[src/gemm_config.svh]
// gemm tile configuration
// fixed 4x4 tile of 32-bit elements, one burst per matrix
`ifndef GEMM_CONFIG_SVH
`define GEMM_CONFIG_SVH

// tile side in elements
`define GEMM_SA_W 4

// element width in bits
`define GEMM_DW 32

// operand buffer address width, one word per column or row
`define GEMM_BUF_AW 2

// one buffer word holds a full column of A or row of B
`define GEMM_BUF_DW (`GEMM_SA_W * `GEMM_DW)

// beats per AXI burst, one per tile element
`define GEMM_BURST_LEN 16

`endif
[src/gemm_pkg.sv]
// gemm accelerator shared types
// FSM states, AXI channel payloads, buffer writes and the result tile
`include "gemm_config.svh"

package gemm_pkg;

    typedef enum logic [2:0] {
        IDLE,
        ADDR_A,
        ADDR_B,
        LOAD,
        RUN_MM,
        ADDR_C,
        WRITE_C,
        WAIT_B
    } dma_state_e;

    // read address, 46 bits
    typedef struct packed {
        logic        id;
        logic [31:0] addr;
        logic [7:0]  len;
        logic [2:0]  size;
        logic [1:0]  burst;
    } axi_ar_t;

    // write address, same layout as AR
    typedef struct packed {
        logic        id;
        logic [31:0] addr;
        logic [7:0]  len;
        logic [2:0]  size;
        logic [1:0]  burst;
    } axi_aw_t;

    typedef struct packed {
        logic        id;
        logic [31:0] data;
        logic        last;
    } axi_r_t;

    typedef struct packed {
        logic [31:0] data;
        logic [3:0]  strb;
        logic        last;
    } axi_w_t;

    typedef struct packed {
        logic [1:0] resp;
    } axi_b_t;

    // one write into an operand buffer
    typedef struct packed {
        logic [`GEMM_BUF_AW-1:0] addr;
        logic [`GEMM_BUF_DW-1:0] data;
    } buf_wr_t;

    // results indexed [row][col]
    typedef logic signed [`GEMM_SA_W-1:0][`GEMM_SA_W-1:0][`GEMM_DW-1:0] c_tile_t;

endpackage

[src/dma_engine.sv]
// gemm DMA engine
// fetches A and B over AXI reads, starts the outer-product array,
// then writes C back in one burst and pulses done on the B response
`timescale 1ns/1ps
`include "gemm_config.svh"

module dma_engine (
    input  logic                  clk,
    input  logic                  rst_n,
    input  logic                  start_i,
    input  logic [31:0]           mat_a_addr_i,
    input  logic [31:0]           mat_b_addr_i,
    input  logic [31:0]           mat_c_addr_i,
    output logic                  done_o,
    output gemm_pkg::axi_ar_t     ar_o,
    output logic                  ar_valid_o,
    input  logic                  ar_ready_i,
    input  logic                  r_valid_i,
    input  logic                  r_id_i,
    output logic                  r_ready_o,
    output logic                  beat_a_o,
    output logic                  beat_b_o,
    output gemm_pkg::axi_aw_t     aw_o,
    output logic                  aw_valid_o,
    input  logic                  aw_ready_i,
    output gemm_pkg::axi_w_t      w_o,
    output logic                  w_valid_o,
    input  logic                  w_ready_i,
    input  logic                  b_valid_i,
    output logic                  b_ready_o,
    input  logic [`GEMM_BUF_AW:0] words_a_i,
    input  logic [`GEMM_BUF_AW:0] words_b_i,
    output logic                  mm_start_o,
    input  logic                  mm_done_i,
    input  gemm_pkg::c_tile_t     tile_i
);
    import gemm_pkg::*;

    localparam int BEAT_CW = $clog2(`GEMM_BURST_LEN);
    localparam int LANE_W  = $clog2(`GEMM_SA_W);
    localparam logic [`GEMM_BUF_AW:0] FULL_WORDS = (`GEMM_BUF_AW + 1)'(1 << `GEMM_BUF_AW);
    localparam logic [BEAT_CW-1:0] LAST_BEAT = BEAT_CW'(`GEMM_BURST_LEN - 1);
    // burst fields shared by AR and AW
    localparam logic [7:0] AXI_LEN  = 8'(`GEMM_BURST_LEN - 1);
    localparam logic [2:0] AXI_SIZE = 3'($clog2(`GEMM_DW / 8));
    localparam logic [1:0] AXI_INCR = 2'b01;

    dma_state_e state;
    dma_state_e state_nxt;

    logic [31:0]        a_addr_q;
    logic [31:0]        b_addr_q;
    logic [31:0]        c_addr_q;
    logic               a_full_q;
    logic               b_full_q;
    logic               a_full;
    logic               b_full;
    logic [BEAT_CW-1:0] beat_cnt;
    logic               w_fire;
    logic               w_last;

    // packer count shows full for one cycle only, so keep a sticky copy
    assign a_full = a_full_q || (words_a_i == FULL_WORDS);
    assign b_full = b_full_q || (words_b_i == FULL_WORDS);

    assign w_last = (beat_cnt == LAST_BEAT);
    assign w_fire = w_valid_o && w_ready_i;

    always_comb begin
        state_nxt = state;
        case (state)
            IDLE:
                if (start_i)
                    state_nxt = ADDR_A;
            ADDR_A:
                if (ar_ready_i)
                    state_nxt = ADDR_B;
            ADDR_B:
                if (ar_ready_i)
                    state_nxt = LOAD;
            // both bursts may interleave here
            LOAD:
                if (a_full && b_full)
                    state_nxt = RUN_MM;
            RUN_MM:
                if (mm_done_i)
                    state_nxt = ADDR_C;
            ADDR_C:
                if (aw_ready_i)
                    state_nxt = WRITE_C;
            WRITE_C:
                if (w_fire && w_last)
                    state_nxt = WAIT_B;
            WAIT_B:
                if (b_valid_i)
                    state_nxt = IDLE;
            default:
                state_nxt = IDLE;
        endcase
    end

    always_ff @(posedge clk) begin
        if (!rst_n) begin
            state      <= IDLE;
            a_full_q   <= 1'b0;
            b_full_q   <= 1'b0;
            beat_cnt   <= '0;
            mm_start_o <= 1'b0;
            done_o     <= 1'b0;
        end else begin
            state      <= state_nxt;
            // single pulse on entry to RUN_MM
            mm_start_o <= (state == LOAD) && (state_nxt == RUN_MM);
            // cycle after the B handshake
            done_o     <= b_ready_o && b_valid_i;
            if (state_nxt == LOAD) begin
                a_full_q <= a_full;
                b_full_q <= b_full;
            end else begin
                a_full_q <= 1'b0;
                b_full_q <= 1'b0;
            end
            if (w_fire)
                beat_cnt <= w_last ? '0 : beat_cnt + 1'b1;
        end
    end

    // job addresses captured on start
    always_ff @(posedge clk) begin
        if (state == IDLE && start_i) begin
            a_addr_q <= mat_a_addr_i;
            b_addr_q <= mat_b_addr_i;
            c_addr_q <= mat_c_addr_i;
        end
    end

    // read address, A then B
    assign ar_valid_o = (state == ADDR_A) || (state == ADDR_B);
    always_comb begin
        ar_o.id    = (state == ADDR_B);
        ar_o.addr  = (state == ADDR_B) ? b_addr_q : a_addr_q;
        ar_o.len   = AXI_LEN;
        ar_o.size  = AXI_SIZE;
        ar_o.burst = AXI_INCR;
    end

    // read data steered by id
    assign r_ready_o = (state == LOAD);
    assign beat_a_o  = r_ready_o && r_valid_i && !r_id_i;
    assign beat_b_o  = r_ready_o && r_valid_i && r_id_i;

    assign aw_valid_o = (state == ADDR_C);
    always_comb begin
        aw_o.id    = 1'b0;
        aw_o.addr  = c_addr_q;
        aw_o.len   = AXI_LEN;
        aw_o.size  = AXI_SIZE;
        aw_o.burst = AXI_INCR;
    end

    // beat n carries row n/4, col n%4
    assign w_valid_o = (state == WRITE_C);
    always_comb begin
        w_o.data = tile_i[beat_cnt[BEAT_CW-1:LANE_W]][beat_cnt[LANE_W-1:0]];
        w_o.strb = 4'hf;
        w_o.last = w_last;
    end

    assign b_ready_o = (state == WAIT_B);

endmodule

[config.mk]
export PLATFORM = sky130hd
export DESIGN_NAME = dma_engine
export DESIGN_NICKNAME = d
export VERILOG_FILES = /design/src/gemm_pkg.sv /design/src/dma_engine.sv
export VERILOG_INCLUDE_DIRS = /design/src
export SDC_FILE = /design/constraint.sdc
export NUM_CORES = 1
export LEC_CHECK = 0
export BUFFER_PORTS_ARGS = -buffer_cell sky130_fd_sc_hd__buf_4
export CORE_AREA = 2 2 293 295
export DETAILED_ROUTE_END_ITERATION = 8
export DIE_AREA = 0 0 295 297
export SETUP_SLACK_MARGIN = 0.02
export SLEW_MARGIN = 20
export SYNTH_ARGS = -nofsm -noshare
export SYNTH_HDL_FRONTEND = slang
export SYNTH_SLANG_ARGS = --single-unit
[constraint.sdc]
create_clock -name clk -period 8.26 [get_ports clk]
set_clock_uncertainty 0.05 [all_clocks]
set_input_delay 1.239 -clock clk [delete_from_list [all_inputs] [get_ports clk]]
set_output_delay 1.239 -clock clk [all_outputs]
set_load 0.05 [all_outputs]
==> key figures <==
Outcome
  • Status: finished, final reports clean

Drt
  • Post-route ant nets: 0
  • Vias per cell: 3.52
  • Wire per inst: 25.2 µm
  • DRT iter0 DRCs: 491
  • Via count: 8,455
  • WL final: 60,600 µm
  • Residual DRC: 0
  • Total iterations of the first detailed-routing run: 7

Setup path
  • R2R setup slack: 5.47 ns
  • CP max FO: 84
  • CP Class: register to primary output
  • Worst r2r path cells: 3
  • Slowest cell on the critical path: dfxtp_4
  • Worst setup SP type: register
  • Worst r2r src: state[0]
  • RR Endpoint: a_addr_q[8]
  • WP data required: 6.97 ns
  • CP endpoint kind: primary output
  • Worst path cell trace: buf_12 > mux4_2 > nor2b_1 > a211oi_1 > a21oi_1 > buf_4
  • Critical path arrival: 3.70 ns
  • Slowest Stage Delay on Critical Path: 0.69 ns

Logic synthesis
  • Asr flop ratio synth: 0%
  • #FFs+latches synth: 107
  • Mean Syn Cell Area: 15.1 µm²
  • Post-synth EDFFs: 96
  • Top_reg_cell synth: edfxtp_1
  • Cell taking the most area after synthesis: edfxtp_1
  • Syn. warnings: 0
  • Netlist Area Pre-Place: 0.00822 mm²
  • Largest cells by area after synthesis: edfxtp_1, mux4_2, mux2_2
  • Top-area cell type share of the netlist area: 35.1%
  • Seq/Total Area, Yosys: 37.8%
  • Syn Inst Count: 545
  • Yosys cell types: 39

Min path
  • Hold Path Sink: a_full_q
  • Min-delay src: a_full_q
  • Hold Path Stages: 2
  • Min-delay worst type: register to register

Clock network
  • Post-cts sizing count: 0
  • Hold buffer count at CTS: 0
  • CTS H-Tree Depth: 3
  • CTS sink count: 107
  • Postcts setup bufs: 0
  • Root buffer cell: clkbuf_16
  • Clock Latency Late Sink: 0.37 ns
  • Num CTS Buffers: 9
  • Max Buffers Root-to-Sink: 2
  • Clock-pin slew on the worst setup and hold paths: 0.09 ns
  • CTS tree: built

Layout
  • Most common cell after layout, fill and taps aside: buf_4
  • Fin util: 17.9%
  • Final #Nets: 1,864
  • Area Growth Syn to Fin: 84.2%
  • Fraction of layout cells with a size suffix above 1: 74.2%
  • Most frequent cells in the layout: buf_4, mux4_2, edfxtp_1

Global routing
  • Global-route wire length before repair: 76,700 µm
  • Gr usage total: 13.1%
  • Largest net degree at the start of global routing: 85
  • Initial antenna violation count: 41
  • Grt ovf: 0
  • Vias in the first global route: 8,774

Power
  • Leak: 5.96 nW
  • Power per cell area: 110 mW/mm²
  • Max VDD drop: 0.152 mV

Placement
  • Gpl congestion: 0.917
  • Hpwl dp: 53,500 µm
  • IO buf count: 730

Floorplan
  • Die H: 297 µm
  • I/O pin cnt: 762
  • Die width: 295 µm
  • Core Region: 0.0845 mm²
  • Row cnt: 107
  • Starting Density: 9.73%
  • Die area: 0.0876 mm²

Timing
  • Relative slew margins: 32.8%
  • Min Tclk post-route: 4.99 ns
  • Final Hold Fails: 0
  • TNS Setup: 0 ns
  • Final Cycle Share: 60.4%
  • Slew Viols, Final: 0
  • Worst slew pin tran: 1.01 ns
  • Final setup viols: 0
  • RSZ-0062 raised after global routing: no
  • F_max: 0.200 GHz

Job
  • Maxcap violations: 0
-- synth_stat cells (2+ instances only) --
master / count
nor3b_1: 4
buf_8: 4
buf_4: 39
nor2_1: 8
nand2_1: 8
mux2i_1: 33
nand2b_1: 2
nor2b_1: 32
buf_2: 20
mux4_2: 128
inv_1: 5
nor3_1: 6
conb_1: 2
mux2_2: 32
o21ai_0: 3
a21oi_1: 38
dfxtp_1: 11
and3_1: 4
a211oi_1: 31
edfxtp_1: 96
buf_1: 3
clkbuf_1: 14
buf_6: 5
nand3_1: 2
-- critical path, delay by kind of cell (launching register included) --
kind / cells / cell delay [ns]
buf+inv: 2 / 0.75
simple gates: 1 / 0.14
compound gates: 2 / 0.86
flops: 1 / 0.69
mux: 1 / 0.58
-- how the worst max path moves through the flow --
stage / depth (start not counted) / startpoint / to
after global placement: 6 / beat_cnt[2] / w_o[6]
after floorplan: 2 / start_i / a_addr_q[0]
after detailed placement: 6 / beat_cnt[2] / w_o[6]
final: 6 / beat_cnt[2] / w_o[6]
after CTS: 6 / beat_cnt[2] / w_o[6]
after global routing: 6 / beat_cnt[2] / w_o[6]
-- cell type report --
cell class	instances	area [µm²]
antenna	17	42.5
clock buffer	9	225
timing repair buffer	739	5560
fill	9350	69300
sequential	107	3120
inverter	5	18.8
tap	1144	1430
multi-input combinational	377	4650
clock inverter	7	88.8
-- where the power goes --
part / internal, mW / total, mW / leakage [nW] / switching (mW)
registers: 0.628 / 0.638 / 1.01 / 0.00972
clock network: 0.221 / 0.463 / 0.153 / 0.243
logic: 0.285 / 0.558 / 4.79 / 0.273
total: 1.13 / 1.66 / 5.96 / 0.525
-- layer usage --
layer  vias up  wire [µm]  GRT usage (%)  part of all wire, %
li1       3632          -              -                    -
met2       579      30100           22.7                   50
met3        97       6310           5.05                   10
met1      4113      22700           14.9                   37
met4        34       1320           3.43                  2.2
met5         -        218              0                 0.36
-- cells by family after synthesis --
| family | Yosys count | synth area share [%] |
|---|---|---|
| mux | 193 | 43.5 |
| flops | 107 | 37.8 |
| buf+inv | 90 | 7.20 |
| compound gates | 80 | 6.23 |
| simple gates | 70 | 4.86 |
| other cells | 2 | 0.0914 |
| xor+xnor | 2 | 0.213 |
| fa+ha+maj | 1 | 0.152 |
-- registers in the layout (all words and copies together) (netlist names) --
| name | cells |
|---|---|
| a_full_q | 1 |
| beat_cnt | 4 |
| b_addr_q | 32 |
| mm_start_o | 1 |
| state | 3 |
| c_addr_q | 32 |
| done_o | 1 |
| b_full_q | 1 |
| a_addr_q | 32 |
-- stage by stage --
| step | worst slack [ns] | hold slack (ns) | total power, mW | instances | cell area, µm² |
|---|---|---|---|---|---|
| floorplan | 2.71 | 0.426 | 0.897 | 574 | 8330 |
| global placement | 3.58 | 0.439 | 1.21 | 2372 | 14800 |
| detailed placement | 3.55 | 0.439 | 1.21 | 2372 | 14800 |
| CTS | 3.12 | 0.452 | 1.69 | 2388 | 15100 |
| global route | 2.91 | 0.473 | 1.73 | 2396 | 15100 |
| finish | 3.27 | 0.448 | 1.66 | 2405 | 15100 |
Note: power is estimated with default switching activity, not from simulation.
