File: src/gemm_config.svh
// gemm tile configuration
// fixed 4x4 tile of 32-bit elements, one burst per matrix
`ifndef GEMM_CONFIG_SVH
`define GEMM_CONFIG_SVH

// tile side in elements
`define GEMM_SA_W 4

// element width in bits
`define GEMM_DW 32

// operand buffer address width, one word per column or row
`define GEMM_BUF_AW 2

// one buffer word holds a full column of A or row of B
`define GEMM_BUF_DW (`GEMM_SA_W * `GEMM_DW)

// beats per AXI burst, one per tile element
`define GEMM_BURST_LEN 16

`endif
File: src/gemm_pkg.sv
// gemm accelerator shared types
// FSM states, AXI channel payloads, buffer writes and the result tile
`include "gemm_config.svh"

package gemm_pkg;

    typedef enum logic [2:0] {
        IDLE,
        ADDR_A,
        ADDR_B,
        LOAD,
        RUN_MM,
        ADDR_C,
        WRITE_C,
        WAIT_B
    } dma_state_e;

    // read address, 46 bits
    typedef struct packed {
        logic        id;
        logic [31:0] addr;
        logic [7:0]  len;
        logic [2:0]  size;
        logic [1:0]  burst;
    } axi_ar_t;

    // write address, same layout as AR
    typedef struct packed {
        logic        id;
        logic [31:0] addr;
        logic [7:0]  len;
        logic [2:0]  size;
        logic [1:0]  burst;
    } axi_aw_t;

    typedef struct packed {
        logic        id;
        logic [31:0] data;
        logic        last;
    } axi_r_t;

    typedef struct packed {
        logic [31:0] data;
        logic [3:0]  strb;
        logic        last;
    } axi_w_t;

    typedef struct packed {
        logic [1:0] resp;
    } axi_b_t;

    // one write into an operand buffer
    typedef struct packed {
        logic [`GEMM_BUF_AW-1:0] addr;
        logic [`GEMM_BUF_DW-1:0] data;
    } buf_wr_t;

    // results indexed [row][col]
    typedef logic signed [`GEMM_SA_W-1:0][`GEMM_SA_W-1:0][`GEMM_DW-1:0] c_tile_t;

endpackage

File: src/operand_buffer.sv
// operand tile buffer
// four words, registered write, combinational read
`timescale 1ns/1ps
`include "gemm_config.svh"

module operand_buffer (
    input  logic                    clk,
    input  gemm_pkg::buf_wr_t       wr_i,
    input  logic                    wr_en_i,
    input  logic [`GEMM_BUF_AW-1:0] raddr_i,
    output logic [`GEMM_BUF_DW-1:0] rdata_o
);
    localparam int DEPTH = 1 << `GEMM_BUF_AW;

    logic [`GEMM_BUF_DW-1:0] mem [DEPTH];

    always_ff @(posedge clk) begin
        if (wr_en_i)
            mem[wr_i.addr] <= wr_i.data;
    end

    // array indexes this directly each step
    assign rdata_o = mem[raddr_i];

endmodule

File: config.mk
export PLATFORM = sky130hd
export DESIGN_NAME = operand_buffer
export DESIGN_NICKNAME = d
export VERILOG_FILES = /design/src/gemm_pkg.sv /design/src/operand_buffer.sv
export VERILOG_INCLUDE_DIRS = /design/src
export SDC_FILE = /design/constraint.sdc
export NUM_CORES = 1
export LEC_CHECK = 0
export ABC_AREA = 1
export BUFFER_PORTS_ARGS = -buffer_cell sky130_fd_sc_hd__buf_4
export CORE_MARGIN = 2
export CORE_UTILIZATION = 50
export DETAILED_ROUTE_END_ITERATION = 6
export PLACE_DENSITY_LB_ADDON = 0.08
export SLEW_MARGIN = 20
export SYNTH_ARGS = -nofsm -noshare
export SYNTH_HDL_FRONTEND = slang
export SYNTH_SLANG_ARGS = --single-unit
File: constraint.sdc
create_clock -name clk -period 13.8 [get_ports clk]
set_input_delay 2.07 -clock clk [delete_from_list [all_inputs] [get_ports clk]]
set_output_delay 2.07 -clock clk [all_outputs]
set_load 0.01 [all_outputs]
==> out/qor.log, run 1 <==
[sta] count of final hold-check violations 0
[global_route] GRT Resource Usage Total 0.206
[cells_and_area] Biggest register mem
[yosys] Commonest cells post-synth sky130_fd_sc_hd__nand2_1 (640), sky130_fd_sc_hd__inv_1 (516), sky130_fd_sc_hd__edfxtp_1 (512), sky130_fd_sc_hd__nand3_1 (256), sky130_fd_sc_hd__buf_2 (50)
[sta] Hold Slack 1.66 ns
[clock_tree] clock buffer count from CTS 53
[yosys] count leader, synth sky130_fd_sc_hd__nand2_1
[drt] number of vias after detailed routing 13500
[clock_tree] Hold Buf Count CTS 0
[die] height of the die 212 um
[yosys] yosys warns 0
[clock_tree] buffers inserted during post-CTS setup optimization 0
[min_path] number of cells on the worst hold path 1
[clock_tree] # clock sinks 512
[global_route] gr ovfl total 0
[yosys] top post-synthesis cells by area sky130_fd_sc_hd__edfxtp_1 (71%), sky130_fd_sc_hd__nand2_1 (11%), sky130_fd_sc_hd__inv_1 (8.9%)
[die] core footprint 42900 um2
[clock_tree] clock tree from TritonCTS built
[drt] detailed-route wire length per cell 15.9 um
[die] area of the die 45000 um2
[global_route] global-route wire length before repair 70.6 mm
[drt] Post-Route WL 45.8 mm
[sta] unrepaired setup endpoints after global routing no
[die] count of standard-cell rows 76
[yosys] Seq cells post-synth 512
[sta] worst slew pin tran 1.03 ns
[yosys] share of the synthesized area in the top cell type 0.710
[setup_path] CP max FO 103
[cells_and_area] flip-flop count of the largest register, all copies and words added 512
[setup_path] data arrival time of the worst path 4.90 ns
[clock_tree] deepest clock path buffer count 3
[setup_path] cell with the biggest individual delay on the critical path sky130_fd_sc_hd__buf_4
[yosys] average instance area after synthesis 10.8 um2
[sta] Max Fclk 0.144 GHz
[power] leakage power 11.7 nW
[placement] routability congestion estimate from global placement 0.737
[yosys] number of cells produced by synthesis 2014
[yosys] count of flip-flops with a built-in enable after synthesis 512
[run] number of violations of the max-capacitance limit 0
[clock_tree] Clock Tree Root sky130_fd_sc_hd__clkbuf_16
[yosys] most used flip-flop cell after synthesis sky130_fd_sc_hd__edfxtp_1
[sta] sum of negative setup slack 0 ns
[global_route] initial antenna violation count 4
[power] power density over the cells 133 nW/um2
[cells_and_area] biggest registers after layout mem (512)
[setup_path] Setup CP Type in -> out
[global_route] via count of the first global-routing pass 13000
[yosys] asr flop ratio synth 0
[min_path] Hold Path Sink mem[1][12]
[setup_path] Data required, critical path 11.73 ns
[die] initial standard-cell utilization of the core 0.505
[cells_and_area] area grow syn2layout 17.5%
[drt] via count normalized by instance count 4.69
[drt] drc violations 0
[sta] portion of the clock cycle consumed by the worst path in the final layout 0.505
[sta] Max Transition Viols Final 0
[cells_and_area] share of cells above drive strength 1 0.147
[setup_path] ordered list of cells on the worst path clkbuf_8, buf_4, buf_4, nand2_1, nand3_1, nand2_1, buf_4
[yosys] post-synthesis instance area 21700 um2
[setup_path] CP endpoint kind output port
[global_route] maximum number of pins on one net before global-route repair 180
[drt] number of detailed-routing iterations run before antenna repair 5
[yosys] sequential fraction of the synthesis area 0.710
[yosys] Unique masters post-synth 9
[setup_path] Setup crit start kind primary input
[die] number of I/O pins 262
[placement] Port-buffer cells 261
[drt] drt first-iter violations 784
[cells_and_area] number of nets in the layout 2391
[outcome] outcome finished, final reports clean
[clock_tree] clock transition at the register clock pins on the worst setup and hold paths after CTS 0.06 ns
[sta] number of failing setup endpoints in the final timing report 0
[clock_tree] Max H-tree Level 2
[setup_path] highest cell delay on the worst timing path 0.83 ns
[clock_tree] count of cells resized by post-cts repair 0
[setup_path] critical path's most frequent cell sky130_fd_sc_hd__buf_4
[yosys] Net Count, Synth 2148
[sta] final worst path period need 6.97 ns
[yosys] largest area contributor in the synthesized netlist sky130_fd_sc_hd__edfxtp_1
[die] floorplan die width 212 um
[power] VDD IR-drop max 0.104 mV
[min_path] Hold Crit Start wr_i[12]
[drt] remaining antenna violation count 0
[sta] max-slew headroom at the worst pin 0.312
[min_path] Hold WC Path Type in -> reg
[placement] detailed-placement wirelength estimate 24.4 mm
[placed cells by master, fill, tap and decap left out]
cell,synthesis,layout
sky130_fd_sc_hd__inv_6,0,1
sky130_fd_sc_hd__clkbuf_1,0,17
sky130_fd_sc_hd__nand2_1,640,640
sky130_fd_sc_hd__clkbuf_8,0,1
sky130_fd_sc_hd__inv_4,1,1
sky130_fd_sc_hd__buf_4,2,267
sky130_fd_sc_hd__buf_12,0,4
sky130_fd_sc_hd__diode_2,0,3
sky130_fd_sc_hd__clkbuf_16,0,55
sky130_fd_sc_hd__inv_8,0,1
sky130_fd_sc_hd__clkinv_1,0,15
sky130_fd_sc_hd__buf_16,0,1
sky130_fd_sc_hd__nand3_1,256,256
sky130_fd_sc_hd__bufinv_16,0,1
sky130_fd_sc_hd__edfxtp_1,512,512
sky130_fd_sc_hd__inv_1,516,515
sky130_fd_sc_hd__nor3_2,0,4
[layout make-up]
| class | instances | area (um2) |
|---|---|---|
| diodes | 3 | 7.51 |
| clock buffers | 72 | 1440 |
| clock inverters | 17 | 95.1 |
| fillers | 3559 | 17400 |
| inverters | 517 | 1950 |
| multi-input cells | 900 | 3720 |
| flip-flops and latches | 512 | 15400 |
| well taps | 585 | 732 |
| repair buffers | 273 | 2130 |
[how the worst max path moves through the flow]
stage,from,end,cells past startpoint
floorplan,wr_i[128],mem[0][0],1
global placement,raddr_i[0],rdata_o[67],7
detailed placement,raddr_i[0],rdata_o[67],7
CTS,raddr_i[0],rdata_o[31],7
global route,raddr_i[0],rdata_o[72],7
finish,raddr_i[0],rdata_o[67],7
[worst max-delay path: cells and delay by family]
kind,cells,cell delay (ns)
buffers and inverters,4,2.25
AND/OR/NAND/NOR,3,0.33
[layer usage]
metal  track usage  part of all wire  vias to the layer above
met4        0.0668             0.024                        2
met5             0           0.00017                        -
met3        0.0552             0.070                       68
li1              -                 -                     6767
met2         0.353              0.49                      262
met1         0.254              0.41                     6412
[power by group]
| part | leakage (nW) | internal (mW) | switching [mW] |
|---|---|---|---|
| Combinational | 6.28 | 0.116 | 0.183 |
| Sequential | 4.70 | 1.80 | 0.0161 |
| Clock | 0.740 | 0.738 | 0.549 |
| Total | 11.7 | 2.65 | 0.748 |
[stage by stage]
stage	total power, mW	util	instance area [um2]	instances	setup slack, ns
6_report	3.40	0.593	25400	2879	6.83
4_1_cts	3.44	0.593	25400	2875	6.84
2_1_floorplan	2.02	-	21700	2014	2.12
3_5_place_dp	2.15	0.557	23900	2786	6.84
3_3_place_gp	2.14	0.557	23900	2786	6.91
5_1_grt	3.53	0.593	25400	2876	6.60
[kinds of logic after synthesis]
group,synth area share
buf+inv,0.119
simple gates,0.171
flops,0.710
(Power assumes the default switching activity.)
==> inputs of run 2 (changes only) <==
ABC_AREA = 0   (was 1)
clock period = 5.99 ns   (was 13.8 ns; I/O delays follow)
==> out/qor.log, run 2 <==
[setup_path] Setup CP Type in -> out
[global_route] via count of the first global-routing pass 8935 [-31%]
[yosys] post-synthesis instance area 18600 um2 [-14%]
[setup_path] data arrival time of the worst path 2.86 ns [-2.04 ns]
[yosys] post-synthesis mux area share 0.155 [+0.155]
[power] part of the total power dissipated in the clock network 0.380 [about the same]
[global_route] initial antenna violation count 0 [-4]
[yosys] yosys warns 0 [unchanged]
[sta] max-slew headroom at the worst pin 0.351 [+0.0385]
[global_route] GRT Resource Usage Total 0.188 [-0.0177]
[drt] via count normalized by instance count 5.56 [+19%]
[yosys] simple-gate share of the synthesized area 0.00168 [-0.169]
[min_path] Hold WC Path Type in -> reg
[die] core footprint 36600 um2 [-15%]
[cells_and_area] share of cells above drive strength 1 0.466 [+0.319]
[cells_and_area] number of nets in the layout 1106 [-54%]
[placement] Port-buffer cells 261 [unchanged]
[cells_and_area] flip-flop count of the largest register, all copies and words added 512 [unchanged]
[yosys] Commonest cells post-synth sky130_fd_sc_hd__edfxtp_1 (512), sky130_fd_sc_hd__mux4_2 (128), sky130_fd_sc_hd__buf_2 (13), sky130_fd_sc_hd__buf_12 (10), sky130_fd_sc_hd__buf_6 (4)
[yosys] number of cells produced by synthesis 672 [-67%]
[sta] Max Fclk 0.266 GHz
[setup_path] CP max FO 74 [-28%]
[sta] number of failing setup endpoints in the final timing report 0 [unchanged]
[cells_and_area] area grow syn2layout 21.0%
[yosys] Unique masters post-synth 9 [unchanged]
[cells_and_area] core utilization of the finished layout 0.615 [+0.0214]
[power] power density over the cells 340 nW/um2 [+150%]
[min_path] Hold Crit Start wr_i[101]
[die] floorplan die width 197 um [-7.2%]
[power] part of the power in combinational logic 0.074 [-0.014]
[clock_tree] buffers inserted during post-CTS setup optimization 0 [unchanged]
[die] number of I/O pins 262 [unchanged]
[yosys] count of flip-flops with a built-in enable after synthesis 512 [unchanged]
[drt] number of vias after detailed routing 8192 [-39%]
[cells_and_area] sequential standard cell area 15400 um2 [unchanged]
[yosys] main combinational cell family by area after synthesis multiplexers
[power] switching power total 1.54 mW [+110%]
[drt] detailed-route wire length per cell 24.2 um [+52%]
[run] number of violations of the max-capacitance limit 0 [unchanged]
[drt] drc violations 0 [unchanged]
[die] initial standard-cell utilization of the core 0.508 [+0.00312]
[sta] Max Transition Viols Final 0 [unchanged]
[sta] sum of negative setup slack 0 ns [unchanged]
[power] Sw Share 0.201 [-0.0194]
[sta] portion of the clock cycle consumed by the worst path in the final layout 0.627
[yosys] xor and xnor fraction of the mapped netlist area 0 [unchanged]
[die] count of standard-cell rows 70 [-7.9%]
[yosys] largest area contributor in the synthesized netlist sky130_fd_sc_hd__edfxtp_1
[clock_tree] deepest clock path buffer count 3 [unchanged]
[clock_tree] count of cells resized by post-cts repair 0 [unchanged]
[sta] final worst path period need 3.75 ns
[cells_and_area] Biggest register mem
[setup_path] Setup crit start raddr_i[0]
[yosys] Net Count, Synth 806 [-62%]
[power] internal power 6.11 mW [+130%]
[yosys] top post-synthesis cells by area sky130_fd_sc_hd__edfxtp_1 (83%), sky130_fd_sc_hd__mux4_2 (15%), sky130_fd_sc_hd__buf_12 (1.1%)
[cells_and_area] fillers 2542 [-29%]
[yosys] Seq cells post-synth 512 [unchanged]
[setup_path] Setup crit start kind primary input
[drt] drt first-iter violations 422 [-46%]
[drt] Post-Route WL 35.7 mm [-22%]
[cells_and_area] most used cells in the layout excluding fill and tap cells sky130_fd_sc_hd__edfxtp_1 (512), sky130_fd_sc_hd__buf_4 (271), sky130_fd_sc_hd__mux4_2 (128), sky130_fd_sc_hd__clkbuf_16 (51), sky130_fd_sc_hd__clkbuf_1 (19)
[setup_path] Data required, critical path 5.09 ns [-6.64 ns]
[cells_and_area] antenna fix cells 0 [-3]
[yosys] average instance area after synthesis 27.7 um2 [+160%]
[cells_and_area] area of the multi-input gates 2940 um2 [-21%]
[clock_tree] clock buffer count from CTS 51 [-3.8%]
[die] height of the die 197 um [-7.2%]
[power] share of power burned in registers 0.546 [+0.013]
[cells_and_area] most common library cell in the layout ignoring fill and taps sky130_fd_sc_hd__edfxtp_1
[yosys] most used flip-flop cell after synthesis sky130_fd_sc_hd__edfxtp_1
[drt] remaining antenna violation count 0 [unchanged]
[clock_tree] Clock Tree Root sky130_fd_sc_hd__clkbuf_16
[sta] worst slew pin tran 0.974 ns [-0.0577 ns]
[power] VDD IR-drop max 0.301 mV [+190%]
[drt] number of detailed-routing iterations run before antenna repair 4 [-1]
[placement] routability congestion estimate from global placement 0.724 [-1.7%]
[die] area of the die 38800 um2 [-14%]
[clock_tree] Hold Buf Count CTS 0 [unchanged]
[cells_and_area] biggest registers after layout mem (512)
[yosys] share of the synthesized area in the top cell type 0.826 [+0.117]
[yosys] asr flop ratio synth 0 [unchanged]
[setup_path] CP endpoint kind output port
[yosys] count leader, synth sky130_fd_sc_hd__edfxtp_1
[clock_tree] Max H-tree Level 2 [unchanged]
[clock_tree] clock tree from TritonCTS built
[yosys] compound-cell area share of the yosys netlist 0 [unchanged]
[sta] unrepaired setup endpoints after global routing no
[power] leakage power 7.61 nW [-35%]
[outcome] outcome finished, final reports clean
[yosys] adder-cell share of the synthesized area 0 [unchanged]
[placement] detailed-placement wirelength estimate 21.4 mm [-12%]
[global_route] gr ovfl total 0 [unchanged]
[yosys] sequential fraction of the synthesis area 0.826 [+0.117]
[sta] count of final hold-check violations 0 [unchanged]
[global_route] maximum number of pins on one net before global-route repair 129 [-28%]
[clock_tree] # clock sinks 512 [unchanged]
[global_route] global-route wire length before repair 53.3 mm [-24%]
[clock_tree] clock transition at the register clock pins on the worst setup and hold paths after CTS 0.06 ns [about the same]
[run 2: power by group through the flow]
stage | logic (mW) | clock network, mW | registers [mW]
floorplan | 0.284 | 0 | 4.24
global placement | 0.562 | 0 | 4.24
detailed placement | 0.577 | 0 | 4.25
CTS | 0.579 | 2.99 | 4.18
global route | 0.608 | 3.12 | 4.19
finish | 0.566 | 2.91 | 4.17
[run 2: cell families after synthesis]
| group | Yosys count |
|---|---|
| DFF | 512 |
| muxes | 128 |
| buffers and inverters | 28 |
| and+or+nand+nor | 4 |
[run 2: metal layers]
metal	vias to the layer above	GRT usage	wire, um
li1	3546	-	-
met1	4317	0.230	13500
met2	270	0.321	18400
met3	59	0.0590	2960
met4	0	0.0627	841
met5	-	0	0
[run 2: area by class of cell]
type                            count  area share
Tap cell                          468      0.0260
Timing Repair Buffer              275      0.0936
Sequential cell                   512       0.683
Clock buffer                       70      0.0599
Clock inverter                     16     0.00689
Multi-Input combinational cell    132       0.131
[run 2: worst paths after layout]
kind                  cells after the start           to  slack, ns
worst max-delay path                      4   rdata_o[5]       2.24
worst min-delay path                      1  mem[0][101]       0.52
[run 2: metrics by stage]
step / hold WS, ns / setup slack (ns) / instance area (um2) / cells / total power [mW]
finish: 0.522 / 2.24 / 22500 / 1473 / 7.65
CTS: 0.480 / 2.15 / 22500 / 1472 / 7.75
global route: 0.489 / 2.02 / 22500 / 1473 / 7.92
floorplan: 0.997 / 1.39 / 18600 / 672 / 4.53
global placement: 1.10 / 2.18 / 21000 / 1386 / 4.80
detailed placement: 1.10 / 2.15 / 21000 / 1386 / 4.83
[run 2: critical path, stage by stage]
cell,delay (ns)
sky130_fd_sc_hd__clkbuf_8,0.69
sky130_fd_sc_hd__buf_4,0.45
sky130_fd_sc_hd__mux4_2,0.57
sky130_fd_sc_hd__buf_4,0.16
