===== src/gemm_config.svh =====
// gemm tile configuration
// fixed 4x4 tile of 32-bit elements, one burst per matrix
`ifndef GEMM_CONFIG_SVH
`define GEMM_CONFIG_SVH

// tile side in elements
`define GEMM_SA_W 4

// element width in bits
`define GEMM_DW 32

// operand buffer address width, one word per column or row
`define GEMM_BUF_AW 2

// one buffer word holds a full column of A or row of B
`define GEMM_BUF_DW (`GEMM_SA_W * `GEMM_DW)

// beats per AXI burst, one per tile element
`define GEMM_BURST_LEN 16

`endif

===== src/gemm_pkg.sv =====
// gemm accelerator shared types
// FSM states, AXI channel payloads, buffer writes and the result tile
`include "gemm_config.svh"

package gemm_pkg;

    typedef enum logic [2:0] {
        IDLE,
        ADDR_A,
        ADDR_B,
        LOAD,
        RUN_MM,
        ADDR_C,
        WRITE_C,
        WAIT_B
    } dma_state_e;

    // read address, 46 bits
    typedef struct packed {
        logic        id;
        logic [31:0] addr;
        logic [7:0]  len;
        logic [2:0]  size;
        logic [1:0]  burst;
    } axi_ar_t;

    // write address, same layout as AR
    typedef struct packed {
        logic        id;
        logic [31:0] addr;
        logic [7:0]  len;
        logic [2:0]  size;
        logic [1:0]  burst;
    } axi_aw_t;

    typedef struct packed {
        logic        id;
        logic [31:0] data;
        logic        last;
    } axi_r_t;

    typedef struct packed {
        logic [31:0] data;
        logic [3:0]  strb;
        logic        last;
    } axi_w_t;

    typedef struct packed {
        logic [1:0] resp;
    } axi_b_t;

    // one write into an operand buffer
    typedef struct packed {
        logic [`GEMM_BUF_AW-1:0] addr;
        logic [`GEMM_BUF_DW-1:0] data;
    } buf_wr_t;

    // results indexed [row][col]
    typedef logic signed [`GEMM_SA_W-1:0][`GEMM_SA_W-1:0][`GEMM_DW-1:0] c_tile_t;

endpackage


===== src/beat_packer.sv =====
// read beat packer
// gathers four accepted 32-bit beats into one operand buffer word
`timescale 1ns/1ps
`include "gemm_config.svh"

module beat_packer (
    input  logic                  clk,
    input  logic                  rst_n,
    input  logic                  beat_i,
    input  logic [`GEMM_DW-1:0]   data_i,
    output gemm_pkg::buf_wr_t     wr_o,
    output logic                  wr_en_o,
    output logic [`GEMM_BUF_AW:0] words_o
);
    localparam int LANE_W = $clog2(`GEMM_SA_W);
    localparam logic [LANE_W-1:0] LAST_LANE = LANE_W'(`GEMM_SA_W - 1);
    localparam logic [`GEMM_BUF_AW:0] FULL_WORDS = (`GEMM_BUF_AW + 1)'(1 << `GEMM_BUF_AW);

    logic [LANE_W-1:0]       lane;
    logic [`GEMM_BUF_AW-1:0] waddr;
    logic [`GEMM_BUF_DW-1:0] shift_q;

    always_ff @(posedge clk) begin
        if (!rst_n) begin
            lane    <= '0;
            waddr   <= '0;
            wr_en_o <= 1'b0;
            words_o <= '0;
        end else begin
            // write strobe one cycle after the last lane
            wr_en_o <= beat_i && (lane == LAST_LANE);
            if (beat_i)
                lane <= lane + 1'b1;
            if (wr_en_o) begin
                waddr   <= waddr + 1'b1;
                words_o <= words_o + 1'b1;
            end else if (words_o == FULL_WORDS) begin
                // address has wrapped, tile done
                words_o <= '0;
            end
        end
    end

    // first beat ends up in the lowest lane
    always_ff @(posedge clk) begin
        if (beat_i)
            shift_q <= {data_i, shift_q[`GEMM_BUF_DW-1:`GEMM_DW]};
    end

    always_comb begin
        wr_o.addr = waddr;
        wr_o.data = shift_q;
    end

endmodule


===== config.mk =====
export PLATFORM = sky130hd
export DESIGN_NAME = beat_packer
export DESIGN_NICKNAME = d
export VERILOG_FILES = /design/src/gemm_pkg.sv /design/src/beat_packer.sv
export VERILOG_INCLUDE_DIRS = /design/src
export SDC_FILE = /design/constraint.sdc
export NUM_CORES = 1
export LEC_CHECK = 0
export BUFFER_PORTS_ARGS = -buffer_cell sky130_fd_sc_hd__buf_4
export CAP_MARGIN = 15
export CORE_MARGIN = 5
export CORE_UTILIZATION = 44
export DETAILED_ROUTE_END_ITERATION = 8
export GPL_ROUTABILITY_DRIVEN = 0
export PLACE_DENSITY = 0.74
export SKIP_CTS_REPAIR_TIMING = 1
export SYNTH_ARGS = -nofsm -noshare
export SYNTH_HDL_FRONTEND = slang
export SYNTH_SLANG_ARGS = --single-unit

===== constraint.sdc =====
create_clock -name clk -period 2.25 [get_ports clk]
set_clock_uncertainty 0.2 [all_clocks]
set_input_delay 0.1125 -clock clk [delete_from_list [all_inputs] [get_ports clk]]
set_output_delay 0.1125 -clock clk [all_outputs]
set_load 0.005 [all_outputs]

==> impl_metrics.toml, run 1 <==
[synthesis]
ys_seq_area_frac = 0.952
syn_nets = 201
yosysWarnings = 0
syn_inst = 163
synthesis.area_um2 = 4210
avgSynthCellArea_um2 = 25.8
ys_ff_latch = 136
ys_types = 17

[timing]
hold_viol_final = 0
hold_slack_ps = 130
tightest_slew_ps = 396
min_period_ps = 1500
min_period_over_period = 0.667
finalSetupTns_ps = 0
max-slew-margin-rel = 0.736
setup-violations-final = 0
grt_setup_unrepaired = "no"
max_freq_ghz = 0.666
slew_viol_final = 0

[critical_path]
r2r_start = "words_o[0]"
crit_chain = "buf_4"
cp_top_family = "flip-flops"
endpoint = "wr_en_o"
reg2reg_to = "words_o[2]"
critPathLaunchType = "flip-flop"
reg2reg_depth = 5
crit_type = "reg2out"
r2r_slack_ps = 900
cpMaxStageDelayCell = "dfxtp_1"
crit_required_ps = 1940
timing.critical_path.buf_inv = 1
crit_path_max_incr_delay_ps = 520
crit_start = "wr_en_o"
cp.depth = 1
critPathArrivalTime_ps = 1190
endpoint_kind = "primary output"
crit_fanout = 9

[finish]
final_common_cell = "buf_4"
nets = 423
syn2layout_area_growth_pct = 56.8
fin_util = 0.710
most-common-layout-cells = "buf_4 (168), edfxtp_1 (128), dlygate4sd3_1 (34)"
diodes = 0
fill_cells = 600
drive_gt1_frac = 0.501
design_area_um2 = 6590

[global_routing]
grt_util_all_layers = 0.145
grt_pass1_vias = 2316
grt_max_degree = 63
grt-ovfl-total = 0
antenna_found_initial = 0
grt_pass1_wl_um = 12300

[power]
pwr-share-clk = 0.443
powerDensity_nw_per_um2 = 939
total_power_mw = 6.19
p_leak_nw = 2.67
power_frac_comb = 0.067
intPower_mw = 5.01
p_sw_frac = 0.191
switchingPower_mw = 1.19
vdd_drop_max_mv = 0.629
seqPwrFrac = 0.491

[route]
dr_wl_met3_um = 760
wirelength_um = 8730
num_vias = 2320
drc = 0
first_iter_violations = 130
routedWlPerCell_um = 16.6
wl_met1_um = 2960
dr.pass1.iters = 4
drt-vias-per-instance = 4.41
wl_met2_um = 4840
dr.max_layer_used = "met4"
antenna_left = 0

[floorplan]
initial_core_util = 0.453
core_um2 = 9280
die_x_um = 108
io_pins = 169
die-area_um2 = 11600
die_y_um = 108
rows = 35

[clock_network]
cts_tree = "built"
numCtsBuffers = 17
cts.htree.levels = 4
clk_pin_slew_ps = 60
clkLatencyLatePin_ps = 500
cts_buffer_depth = 2
cts.sinks = 136
cts-root-buf = "clkbuf_8"

[min_path]
worstHoldPathType = "in2reg"

[run_status]
status = "completed"

[place]
post_dp_cell_area_um2 = 5660
dp_hpwl_um = 5970
io_buffer_count = 168

[job]
drv_cap = 0
==> routing by layer <==
metal | vias to the layer above | global-route usage
met5 | - | 0
met2 | 103 | 0.247
met3 | 13 | 0.0618
li1 | 1084 | -
met4 | 0 | 0.0703
met1 | 1120 | 0.155
==> synthesized netlist by cell type, drive strengths merged <==
library cell | count | area, um2
nand2 | 4 | 22.5
nand3b | 2 | 15.0
mux2i | 1 | 10.0
dfxtp | 8 | 160
edfxtp | 128 | 3840
a21boi | 2 | 15.0
ha | 3 | 37.5
xnor2 | 2 | 17.5
and2 | 3 | 18.8
buf | 1 | 11.3
and3 | 1 | 6.26
xor2 | 2 | 17.5
o21ai | 1 | 5.00
inv | 2 | 7.51
a21oi | 1 | 5.00
nor2b | 2 | 12.5
==> cell type report <==
type	instances	area (um2)	area share
sequential	136	4000	0.607
timing repair buffer	204	1640	0.249
clock buffer	18	418	0.0634
multi-input combinational	24	183	0.0277
clock inverter	13	179	0.0271
tap	129	161	0.0245
inverter	2	7.51	0.00114
==> how the worst min path moves through the flow <==
stage,start,endpoint,depth (start not counted)
global route,data_i[16],shift_q[112],2
detailed placement,data_i[21],shift_q[117],1
finish,data_i[2],shift_q[98],2
floorplan,data_i[4],shift_q[100],0
global placement,data_i[1],shift_q[97],1
CTS,data_i[25],shift_q[121],1
==> sequential cells by signal, summed over array words and instances (netlist names) <==
| name | flops |
|---|---|
| waddr | 2 |
| lane | 2 |
| words_o | 3 |
| shift_q | 128 |
| wr_en_o | 1 |
==> logic make-up (layout without fill, tap and decap cells) <==
group	Yosys count	count (layout)	share of synthesized area
AO/OA/AOI/OAI	4	4	0.00595
XOR/XNOR	4	4	0.00833
multiplexers	1	1	0.00238
AND/OR/NAND/NOR	12	12	0.0179
adder cells (fa/ha/maj)	3	3	0.00893
flip-flops	136	136	0.952
buffers and inverters	3	237	0.00446
==> power groups by stage <==
stage | registers (mW) | clock network (mW) | logic [mW]
after detailed placement | 3.09 | 0 | 0.371
after CTS | 3.04 | 2.80 | 0.372
after floorplan | 3.09 | 0 | 0.00913
after global placement | 3.08 | 0 | 0.364
final | 3.04 | 2.74 | 0.413
after global routing | 3.06 | 2.93 | 0.442
==> per-stage QoR <==
stage | setup slack (ps) | instances
floorplan | 1110 | 163
global placement | 894 | 461
detailed placement | 856 | 461
CTS | 705 | 492
global route | 665 | 526
finish | 748 | 526
Note: power is estimated with default switching activity, not from simulation.
==> run 2, diff against run 1 <==
--- a/config.mk
+++ b/config.mk
@@ -6,6 +6,7 @@
 export SDC_FILE = /design/constraint.sdc
 export NUM_CORES = 1
 export LEC_CHECK = 0
+export ABC_AREA = 1
 export BUFFER_PORTS_ARGS = -buffer_cell sky130_fd_sc_hd__buf_4
 export CAP_MARGIN = 15
 export CORE_MARGIN = 5
==> constraint.sdc (replaced) <==
create_clock -name clk -period 1.5 [get_ports clk]
set_clock_uncertainty 0.2 [all_clocks]
set_input_delay 0.075 -clock clk [delete_from_list [all_inputs] [get_ports clk]]
set_output_delay 0.075 -clock clk [all_outputs]
set_load 0.005 [all_outputs]
==> impl_metrics.toml, run 2 <==
[power]
vdd_drop_max_mv = 0.761
p_leak_nw = 2.69
intPower_mw = 7.22
p_sw_frac = 0.206
powerDensity_nw_per_um2 = 1370
power_frac_comb = 0.070
total_power_mw = 9.09
seqPwrFrac = 0.502
pwr-share-clk = 0.427
switchingPower_mw = 1.87

[clock_network]
cts_buffer_depth = 2
cts-root-buf = "clkbuf_8"
cts.htree.levels = 4
cts.sinks = 136
numCtsBuffers = 17
clk_pin_slew_ps = 60
clkLatencyLatePin_ps = 490
cts_tree = "built"

[global_routing]
grt_pass1_wl_um = 13100
grt_max_degree = 30
grt_util_all_layers = 0.153
antenna_found_initial = 0
grt-ovfl-total = 0
grt_pass1_vias = 2377

[floorplan]
rows = 35
io_pins = 169
core_um2 = 9240
die_x_um = 107
die_y_um = 107
die-area_um2 = 11500
initial_core_util = 0.452

[place]
dp.cells = 479
io_buffer_count = 168
place_ws_ps = 296
dp_hpwl_um = 6360

[synthesis]
yosys.area.top_type = "edfxtp_1"
ys_ff_latch = 136
ys_seq_area_frac = 0.958
syn_inst = 172
synth_common_cells = "edfxtp_1 (128), nand2_1 (10), dfxtp_1 (8)"
synth-edff-count = 128
ys_types = 11
synth_flop_cell = "edfxtp_1"
synth_area_leaders = "edfxtp_1 (92%), dfxtp_1 (3.8%), ha_1 (0.90%)"
async_reset_ff_frac = 0
syn_nets = 210
yosysWarnings = 0
synthesis.area_um2 = 4180
yosysMostFrequentCell = "edfxtp_1"
synth_top_cell_area_share = 0.920
avgSynthCellArea_um2 = 24.3

[critical_path]
cpMaxStageDelayCell = "edfxtp_1"
critPathLaunchType = "flip-flop"
crit_type = "reg2out"
endpoint_kind = "primary output"
crit_path_max_incr_delay_ps = 440
crit_required_ps = 1220
cp_top_family = "flip-flops"
critPathArrivalTime_ps = 1100
crit_fanout = 2
timing.critical_path.buf_inv = 1
crit_chain = "buf_4"

[route]
wirelength_um = 9250
dr.pass1.iters = 4
drc = 0
num_vias = 2372
first_iter_violations = 65
drt-vias-per-instance = 4.35
antenna_left = 0
routedWlPerCell_um = 17.0

[timing]
min_period_over_period = 0.915
finalSetupTns_ps = 0
grt_setup_unrepaired = "no"
hold_viol_final = 0
tightest_slew_ps = 399
slew_viol_final = 0
min_period_ps = 1370
max_freq_ghz = 0.728
setup-violations-final = 0
finalWorstSetupSlack_ps = 127
max-slew-margin-rel = 0.734

[finish]
largest_register_ffs = 128
most-common-layout-cells = "buf_4 (175), edfxtp_1 (128), dlygate4sd3_1 (34)"
nets = 441
diodes = 0
drive_gt1_frac = 0.505
final_common_cell = "buf_4"
fin_util = 0.717
stdcell_count = 545
syn2layout_area_growth_pct = 58.5
largestRegisters = "shift_q (128), words_o (3)"
top_register = "shift_q"

[job]
drv_cap = 0

[run_status]
status = "completed"

[min_path]
worstHoldPathType = "in2reg"
run 2: changes by cell type after synthesis, sizes merged, moves of 3 or more:
cell and change:
nor2 +5, nand3 +3, and2 -3, a21oi +4
inv +4, nand2 +6
run 2: layout make-up:
class,count,area (um2)
Clock buffer,18,418
Fill cell,579,2620
Multi-Input combinational cell,29,149
Clock inverter,14,151
Tap cell,129,161
Timing Repair Buffer,212,1710
Sequential cell,136,4000
Inverter,7,26.3
run 2: final timing paths:
kind	end	slack [ps]	startpoint	cells past startpoint
setup / recovery	wr_o[52]	130	shift_q[52]	1
hold / removal	shift_q[123]	100	data_i[27]	2
setup reg to reg	words_o[1]	300	words_o[0]	5
hold reg to reg	shift_q[70]	250	shift_q[102]	0
run 2: layer usage:
layer  GRT usage  wire (um)  vias up
met4      0.0640        121        0
met5           0          0        -
met2       0.274       5300       91
li1            -          -     1134
met1       0.162       3240     1139
met3      0.0570        585        8
run 2: kinds of logic after synthesis:
logic type	after synthesis	share of synthesized area
AND/OR/NAND/NOR	18	0.0171
adder cells (fa/ha/maj)	3	0.00898
AO/OA/AOI/OAI	8	0.00958
buffers and inverters	7	0.00629
flip-flops	136	0.958
run 2: per-stage QoR:
| step | hold WS, ps | area [um2] |
|---|---|---|
| floorplan | -35.6 | 4180 |
| global route | 74.4 | 6620 |
| detailed placement | 54.5 | 5710 |
| CTS | -472 | 6280 |
| global placement | 53.0 | 5710 |
| finish | 99.0 | 6620 |
run 2: power by group through the flow:
stage	Combinational, mW	Clock, mW	Sequential (mW)
6_report	0.639	3.88	4.56
5_1_grt	0.683	4.18	4.59
4_1_cts	0.574	3.98	4.57
3_5_place_dp	0.572	0	4.64
3_3_place_gp	0.561	0	4.63
2_1_floorplan	0.0114	0	4.64
==> run 3, diff against run 2 <==
--- a/config.mk
+++ b/config.mk
@@ -9,6 +9,7 @@
 export ABC_AREA = 1
 export BUFFER_PORTS_ARGS = -buffer_cell sky130_fd_sc_hd__buf_4
 export CAP_MARGIN = 15
+export CORE_ASPECT_RATIO = 1.4
 export CORE_MARGIN = 5
 export CORE_UTILIZATION = 44
 export DETAILED_ROUTE_END_ITERATION = 8
==> impl_metrics.toml, run 3 (synthesis gave the netlist of run 2 again) <==
[critical_path]
crit_required_ps = 1380
reg2reg_depth = 7
reg2reg_to = "words_o[0]"
critPathArrivalTime_ps = 1220
crit_fanout = 46
critPathLaunchType = "input pin"
r2r_start = "words_o[0]"
crit_type = "in2reg"
endpoint_kind = "flip-flop"
crit_start = "beat_i"
r2r_slack_ps = 270
endpoint = "shift_q[20]"

[timing]
max-slew-margin-rel = 0.804
slew_viol_final = 0
finalSetupTns_ps = 0
finalWorstSetupSlack_ps = 164
min_period_over_period = 0.891
hold_slack_ps = 188
hold_viol_final = 0
min_period_ps = 1340
setup-violations-final = 0
grt_setup_unrepaired = "no"
max_freq_ghz = 0.748
tightest_slew_ps = 294

[finish]
top_register = "shift_q"
final_common_cell = "buf_4"
largestRegisters = "shift_q (128), words_o (3)"
nets = 434
design_area_um2 = 6530
most-common-layout-cells = "buf_4 (168), edfxtp_1 (128), dlygate4sd3_1 (34)"
largest_register_ffs = 128
drive_gt1_frac = 0.482
fin_util = 0.698
syn2layout_area_growth_pct = 56.3
diodes = 0
fill_cells = 631

[global_routing]
grt-ovfl-total = 0
grt_pass1_vias = 2365
grt_util_all_layers = 0.158
grt_max_degree = 47
grt_pass1_wl_um = 13200
antenna_found_initial = 0

[floorplan]
die_y_um = 125
die-area_um2 = 11600
io_pins = 169
die_x_um = 92.4
rows = 42
initial_core_util = 0.447
core_um2 = 9350

[clock_network]
cts.htree.levels = 4
cts-root-buf = "clkbuf_16"
cts.sinks = 136
clk_pin_slew_ps = 50
cts_tree = "built"
clkLatencyLatePin_ps = 410
cts_buffer_depth = 2
numCtsBuffers = 17

[place]
post_dp_cell_area_um2 = 5640
dp_hpwl_um = 6510
place_ws_ps = 266
io_buffer_count = 168

[power]
vdd_drop_max_mv = 0.950
powerDensity_nw_per_um2 = 1380
p_leak_nw = 2.66

[route]
routedWlPerCell_um = 18.7
drc = 0
wirelength_um = 9730
dr.pass1.iters = 5
first_iter_violations = 105
antenna_left = 0
drt-vias-per-instance = 4.62
num_vias = 2396

[min_path]
worstHoldPathType = "in2reg"

[job]
drv_cap = 0

[run_status]
status = "completed"
-- run 3: critical path, cell delays in order --
cell and delay (ps):
dlygate4sd3_1 530, buf_4 290, buf_12 280
-- run 3: worst min path at each step --
stage               start            to  slack, ps  depth (start not counted)
2_1_floorplan      beat_i       lane[0]        -40                          1
3_3_place_gp    data_i[1]   shift_q[97]         50                          1
3_5_place_dp   data_i[30]  shift_q[126]         50                          1
4_1_cts        data_i[14]  shift_q[110]       -370                          1
5_1_grt        data_i[13]  shift_q[109]        170                          2
6_report       data_i[13]  shift_q[109]        190                          2
-- run 3: per-layer routing --
metal,global-route usage,vias to the layer above,part of all wire
met5,0,-,0
met4,0.0892,0,0.037
met3,0.0643,24,0.077
met2,0.279,106,0.57
met1,0.153,1144,0.31
li1,-,1122,-
-- run 3: layout make-up --
class                   count  area [um2]  share of cell area
repair buffers            205        1660               0.254
clock buffers              28         507              0.0776
multi-input cells          29         149              0.0228
well taps                 110         138              0.0211
clock inverters             4        45.0             0.00690
inverters                   7        26.3             0.00402
flip-flops and latches    136        4000               0.613
-- run 3: stage by stage --
step / cells / power, mW
2_1_floorplan: 172 / 4.65
3_3_place_gp: 453 / 5.18
3_5_place_dp: 453 / 5.21
4_1_cts: 485 / 8.99
5_1_grt: 519 / 9.31
6_report: 519 / 9.00
-- run 3: power by group --
group	switching, mW	internal (mW)
combinational	0.248	0.390
sequential	0.121	4.45
clock	1.34	2.45
total	1.71	7.28
